File: src/hw/torch_l2_pkg.sv
// L2 timing model shared types
package torch_l2_pkg;

	// Latencies in cycles, counted from the edge that first samples stb
	localparam int MEM_LATENCY   = 4;	// Cacheable read to ack
	localparam int IO_LATENCY    = 2;	// Non-cacheable read to ack
	localparam int WRITE_LATENCY = 2;	// Any write to ack

	// Main memory geometry
	localparam int MEM_WORDS    = 256;	// 64-bit words
	localparam int MEM_ADR_BITS = $clog2(MEM_WORDS);

	// Wishbone classic request from the processor
	typedef struct packed {
		logic        cyc;	// Bus cycle in progress
		logic        stb;	// Strobe
		logic        we;	// 1 for write
		logic [7:0]  sel;	// Byte selects
		logic [31:0] adr;	// Byte address of a 64-bit word
		logic [63:0] dat;	// Write data
		logic        nc;	// Non-cacheable access
	} wb_req_t;

	// Wishbone response
	typedef struct packed {
		logic        ack;	// One cycle per request
		logic [63:0] dat;	// Read data, valid with ack
	} wb_rsp_t;

	// Main memory port request
	typedef struct packed {
		logic                    sel_mm;	// Memory selected this cycle
		logic [MEM_ADR_BITS-1:0] adr;	// Word index
		logic [7:0]              en_read;	// Byte read enables
		logic [7:0]              en_write;	// Byte write enables
		logic [63:0]             dat;	// Write data
	} mem_req_t;

	// Registered read data from memory
	typedef struct packed {
		logic        valid;	// One cycle after a read
		logic [63:0] dat;
	} mem_rsp_t;

	// Tag report toward the processor
	typedef struct packed {
		logic        valid;	// Strobes with each cacheable read ack
		logic [15:0] tag;	// Address bits 31 to 16
	} l2_tag_t;

endpackage

File: src/hw/latency_pipe.sv
// Fixed-depth valid/payload delay line
`timescale 1ns/1ps

module latency_pipe #(
	parameter type payload_t = logic,	// Anything packed
	parameter int  DEPTH     = 2	// Stages, at least one
) (
	input  logic     clock,
	input  logic     rst_n,
	input  logic     in_valid,
	input  payload_t in_data,
	output logic     out_valid,
	output payload_t out_data
);

	logic [DEPTH-1:0] vld;	// One valid bit per stage
	payload_t         data_q [DEPTH];	// Payload stages

	// Valid bits shift every cycle
	always_ff @(posedge clock or negedge rst_n) begin
		if (!rst_n) begin
			vld <= '0;
		end else begin
			vld[0] <= in_valid;
			for (int i = 1; i < DEPTH; i++) begin
				vld[i] <= vld[i-1];
			end
		end
	end

	// Payload only moves along with a valid item
	always_ff @(posedge clock) begin
		if (in_valid) begin
			data_q[0] <= in_data;
		end
		for (int i = 1; i < DEPTH; i++) begin
			if (vld[i-1]) begin
				data_q[i] <= data_q[i-1];
			end
		end
	end

	assign out_valid = vld[DEPTH-1];	// Last stage
	assign out_data  = data_q[DEPTH-1];

	// Nothing can leave the line before it has been filled once
	a_no_valid_after_reset: assert property (
		@(posedge clock) $rose(rst_n) |-> !out_valid [*DEPTH]
	) else $error("latency_pipe: out_valid within DEPTH cycles of reset");

endmodule

File: src/hw/gate_array.sv
// Bus decode and memory port gate array
`timescale 1ns/1ps

module gate_array (
	input  logic                   clock,
	input  logic                   rst_n,
	input  torch_l2_pkg::wb_req_t  cpu_req,
	output torch_l2_pkg::wb_rsp_t  cpu_rsp,
	output torch_l2_pkg::wb_req_t  l2_req,
	input  torch_l2_pkg::wb_rsp_t  l2_rsp,
	input  torch_l2_pkg::mem_req_t l2_mem_req,
	output torch_l2_pkg::mem_req_t mem_req,
	input  torch_l2_pkg::mem_rsp_t mem_rsp,
	output torch_l2_pkg::mem_rsp_t l2_mem_rsp
);
	import torch_l2_pkg::*;

	logic                     io_start;	// New non-cacheable request
	logic                     io_busy;
	logic                     io_ack;
	logic                     io_rd_valid;
	logic [63:0]              io_rd_dat;
	logic [WRITE_LATENCY-1:0] io_wr_sr;	// I/O write ack timer
	logic                     rd_from_io;	// Owner of the read in flight
	mem_req_t                 io_mem_req;

	// Cacheable requests pass straight through with stb masked by nc
	always_comb begin
		l2_req     = cpu_req;
		l2_req.stb = cpu_req.stb & ~cpu_req.nc;
	end

	assign io_start = cpu_req.cyc & cpu_req.stb & cpu_req.nc & ~io_busy;

	// Short I/O path hits memory in the same cycle
	always_comb begin
		io_mem_req.sel_mm   = io_start;
		io_mem_req.adr      = cpu_req.adr[MEM_ADR_BITS+2:3];
		io_mem_req.en_read  = (io_start & ~cpu_req.we) ? cpu_req.sel : 8'h00;
		io_mem_req.en_write = (io_start & cpu_req.we) ? cpu_req.sel : 8'h00;
		io_mem_req.dat      = cpu_req.dat;
	end

	assign mem_req = l2_mem_req.sel_mm ? l2_mem_req : io_mem_req;	// L2 owns the port when it asks

	always_ff @(posedge clock or negedge rst_n) begin
		if (!rst_n) begin
			io_busy    <= 1'b0;
			io_wr_sr   <= '0;
			rd_from_io <= 1'b0;
		end else begin
			if (io_start) begin
				io_busy <= 1'b1;
			end else if (io_ack) begin
				io_busy <= 1'b0;
			end
			io_wr_sr <= {io_wr_sr[WRITE_LATENCY-2:0], io_start & cpu_req.we};
			if (mem_req.sel_mm && |mem_req.en_read) begin
				rd_from_io <= io_start;	// Remember who gets the data back
			end
		end
	end

	// Read data split by owner
	assign l2_mem_rsp = '{valid: mem_rsp.valid & ~rd_from_io, dat: mem_rsp.dat};

	latency_pipe #(
		.payload_t (logic [63:0]),
		.DEPTH     (IO_LATENCY - 1)	// Memory stage takes one
	) io_pipe_inst (
		.clock     (clock),
		.rst_n     (rst_n),
		.in_valid  (mem_rsp.valid & rd_from_io),
		.in_data   (mem_rsp.dat),
		.out_valid (io_rd_valid),
		.out_data  (io_rd_dat)
	);

	assign io_ack = io_rd_valid | io_wr_sr[WRITE_LATENCY-1];

	// Only one side can answer for a given transaction
	assign cpu_rsp = '{ack: io_ack | l2_rsp.ack, dat: io_rd_valid ? io_rd_dat : l2_rsp.dat};

	// One outstanding transaction keeps the two requesters apart
	a_one_mem_owner: assert property (
		@(posedge clock) disable iff (!rst_n) !(l2_mem_req.sel_mm && io_mem_req.sel_mm)
	) else $error("gate_array: L2 and I/O both request memory");

endmodule

File: config.mk
export PLATFORM = sky130hd
export DESIGN_NAME = gate_array
export DESIGN_NICKNAME = d
export VERILOG_FILES = /design/src/hw/torch_l2_pkg.sv /design/src/hw/latency_pipe.sv /design/src/hw/gate_array.sv
export SDC_FILE = /design/constraint.sdc
export NUM_CORES = 1
export LEC_CHECK = 0
export ABC_AREA = 1
export BUFFER_PORTS_ARGS = -buffer_cell sky130_fd_sc_hd__clkbuf_2
export CORE_AREA = 2 2 253 255
export CTS_CLUSTER_DIAMETER = 100
export DETAILED_ROUTE_END_ITERATION = 8
export DIE_AREA = 0 0 255 257
export PLACE_DENSITY = 0.35
export SLEW_MARGIN = 20
export SYNTH_ARGS = -nofsm -noshare
export SYNTH_HDL_FRONTEND = slang
export SYNTH_SLANG_ARGS = --single-unit
File: constraint.sdc
create_clock -name clock -period 2.66 [get_ports clock]
set_clock_uncertainty 0.1 [all_clocks]
set_input_delay 0.133 -clock clock [delete_from_list [all_inputs] [get_ports clock]]
set_output_delay 0.133 -clock clock [all_outputs]
set_load 0.05 [all_outputs]
==> flow_summary.yaml <==
placement:
  port_buffers: 607
  place_congestion: 0.875
  dpl.hpwl_um: 41200
  dpl_cell_area_mm2: 0.00827
  dp.cells: 2016
synth:
  synth_area_mm2: 0.00545
  yosysUniqueCellTypes: 21
  synth_top_area_share_pct: 35.3
  postSynthAreaPerCell_um2: 7.20
  synth_warnings: 0
  synth_nets: 1086
  seq_area_frac_synth_pct: 37.6
  synth_seq_cells: 69
  synth_area_leaders: "edfxtp_1 35%, nand2_1 29%, buf_4 24%"
  synth_area_leader_cell: "edfxtp_1"
  netlist_instances: 757
status:
  outcome: "completed"
critical_path:
  worstPathMaxFanout: 10
  path_cells: "inv_1 > nand2_2 > nor2_8 > inv_2 > nor2_4 > a22o_1 > clkbuf_2"
  crit_slowest_cell: "dfrtp_1"
  worst_ep_arrival_time_ns: 2.14
  cp_top_family: "simple AND/OR/NAND/NOR gates"
  cp-start-kind: "register"
  max_stage_delay_ns: 0.37
  critPathKind: "reg2out"
  crit_buf_inv: 3
  cp-end-kind: "primary output"
  cp_data_required_time_ns: 2.43
global_routing:
  first_global_vias: 6646
  grt_use_total_pct: 13.1
  grt_max_degree: 66
  grt_pass1_wl_um: 57100
  grt_overflow: 0
  antenna_found_initial: 34
route:
  routed_wl_um: 44600
  wire_per_inst_um: 21.2
  drc_errors: 0
  first_pass_iters: 5
  vias: 6665
  drt-vias-per-instance: 3.16
  drt_iter0_drc: 232
  drtAntennaViolNets: 0
clock_tree:
  cts-htree-levels: 3
  cts_buffers: 9
  clock-sinks: 69
  cts_tree: "yes"
  clockRootBuffer: "clkbuf_16"
  clockBufferDepth: 2
  clkTransAtPathRegs_ns: 0.07
  post-cts-setup-buffers: 0
  clk_latency_ns: 0.36
final_layout:
  layout_common_cells: "603 x clkbuf_2, 427 x nand2_1, 65 x dlygate4sd3_1, 64 x edfxtp_1"
  fin_nets: 1575
  final_cell_area_mm2: 0.00922
  final_core_util_pct: 14.7
  finalNonFillerCells: 2106
  syn2layout_area_growth_pct: 69.2
  drive_gt1_share_pct: 51.8
  final_common_cell: "clkbuf_2"
  nFillCells: 7345
sta:
  hold_viol: 0
  setup_tns_ns: 0
  fin_crit_sh_pct: 89.2
  max_clock_freq_mhz: 421
  rsz0062_at_grt: "no"
  finalCriticalPeriod_ns: 2.37
  slew_headroom_pct: 70.1
  setup_viol: 0
  tightest_slew_ns: 0.451
  final_max_slew_viol_count: 0
floorplanning:
  initial_utilization_pct: 8.69
  die_area_mm2: 0.0655
  die_w_um: 255
  coreArea_mm2: 0.0627
  rows: 92
  dieHeight_um: 257
  ios: 656
power_and_ir_drop:
  vdd_drop_max_v: 0.000236
  p_leak_nw: 5.09
  powerDensity_mw_per_mm2: 474
  power.total_mw: 4.37
hold_path:
  hold_class: "in2async"
job:
  drv_cap: 0
[routing by layer]
layer / part of all wire (%) / wire length [um] / vias to the layer above / global-route usage (%)
li1: - / - / 3145 / -
met5: 0.59 / 264 / - / 0
met4: 5.7 / 2570 / 42 / 7.20
met3: 9.9 / 4430 / 139 / 5.52
met2: 53 / 23500 / 406 / 24.8
met1: 31 / 13900 / 2933 / 11.5
[kinds of logic after synthesis]
logic type      Yosys count  synth area share, %
simple gates            459                 33.1
compound gates           10                 1.47
flops                    69                 37.6
buf+inv                 219                 27.8
[final cells by class]
type                    instances  area, um^2  share of cell area, %
clock inverters                 5        51.3                  0.556
inverters                      17        65.1                  0.705
diodes                          9        22.5                  0.244
well taps                     846        1060                   11.5
clock buffers                  11         233                   2.52
repair buffers                680        3860                   41.8
multi-input cells             469        1890                   20.5
flip-flops and latches         69        2050                   22.2
[repair_timing]
item                                   in CTS  in global routing
hold buffers                               65                  0
resized for setup                           0                  0
endpoints found under the hold margin      69                  0
[where the power goes]
part	internal, mW	switching [mW]
Sequential	1.18	0
Combinational	0.481	1.48
Clock	0.721	0.497
Total	2.39	1.98
[Yosys cell counts]
master	count
nand3_1	6
o21ai_1	1
a22o_1	8
clkbuf_1	6
nor2_2	1
o21ai_0	1
nor2_8	1
buf_12	1
inv_2	4
edfxtp_1	64
nor2_4	4
buf_2	23
nand3_2	2
buf_6	1
dfrtp_1	5
inv_1	13
nand2_1	427
buf_4	171
or2_2	1
nor2_1	12
nand2_2	5
[final timing paths]
path                                  startpoint                          endpoint  slack, ns  depth (start not counted)
setup / recovery             io_busy$_DFFE_PN0P_                       mem_req[71]       0.29                          7
hold / removal                             rst_n            rd_from_io$_DFFE_PN0P_       0.06                          2
min in group clock                l2_mem_req[75]            rd_from_io$_DFFE_PN0P_       0.13                          7
setup reg to reg             io_busy$_DFFE_PN0P_            rd_from_io$_DFFE_PN0P_       1.18                         10
max in group asynchronous                  rst_n  io_pipe_inst.out_valid$_DFF_PN0_       2.21                          2
hold reg to reg            io_wr_sr[0]$_DFF_PN0_             io_wr_sr[1]$_DFF_PN0_       0.26                          0
[flip-flops by register name, indices dropped and copies added (netlist names)]
name and cells:
io_pipe_inst.out_valid 1, io_pipe_inst.data_q 64, rd_from_io 1, io_wr_sr 2, io_busy 1
[worst register-to-register path, delay by kind of cell (launching register included)]
kind | cells | cell delay, ns
flip-flops | 1 | 0.37
AND/OR/NAND/NOR | 9 | 0.83
buffers and inverters | 1 | 0.08
[stage by stage]
| step | worst slack (ns) | hold slack [ns] |
|---|---|---|
| floorplan | 0.492 | -0.263 |
| global placement | 0.633 | -0.0962 |
| detailed placement | 0.592 | -0.0973 |
| CTS | 0.166 | 0.0313 |
| global route | 0.149 | 0.0573 |
| finish | 0.287 | 0.0558 |
Note: power is estimated with default switching activity, not from simulation.
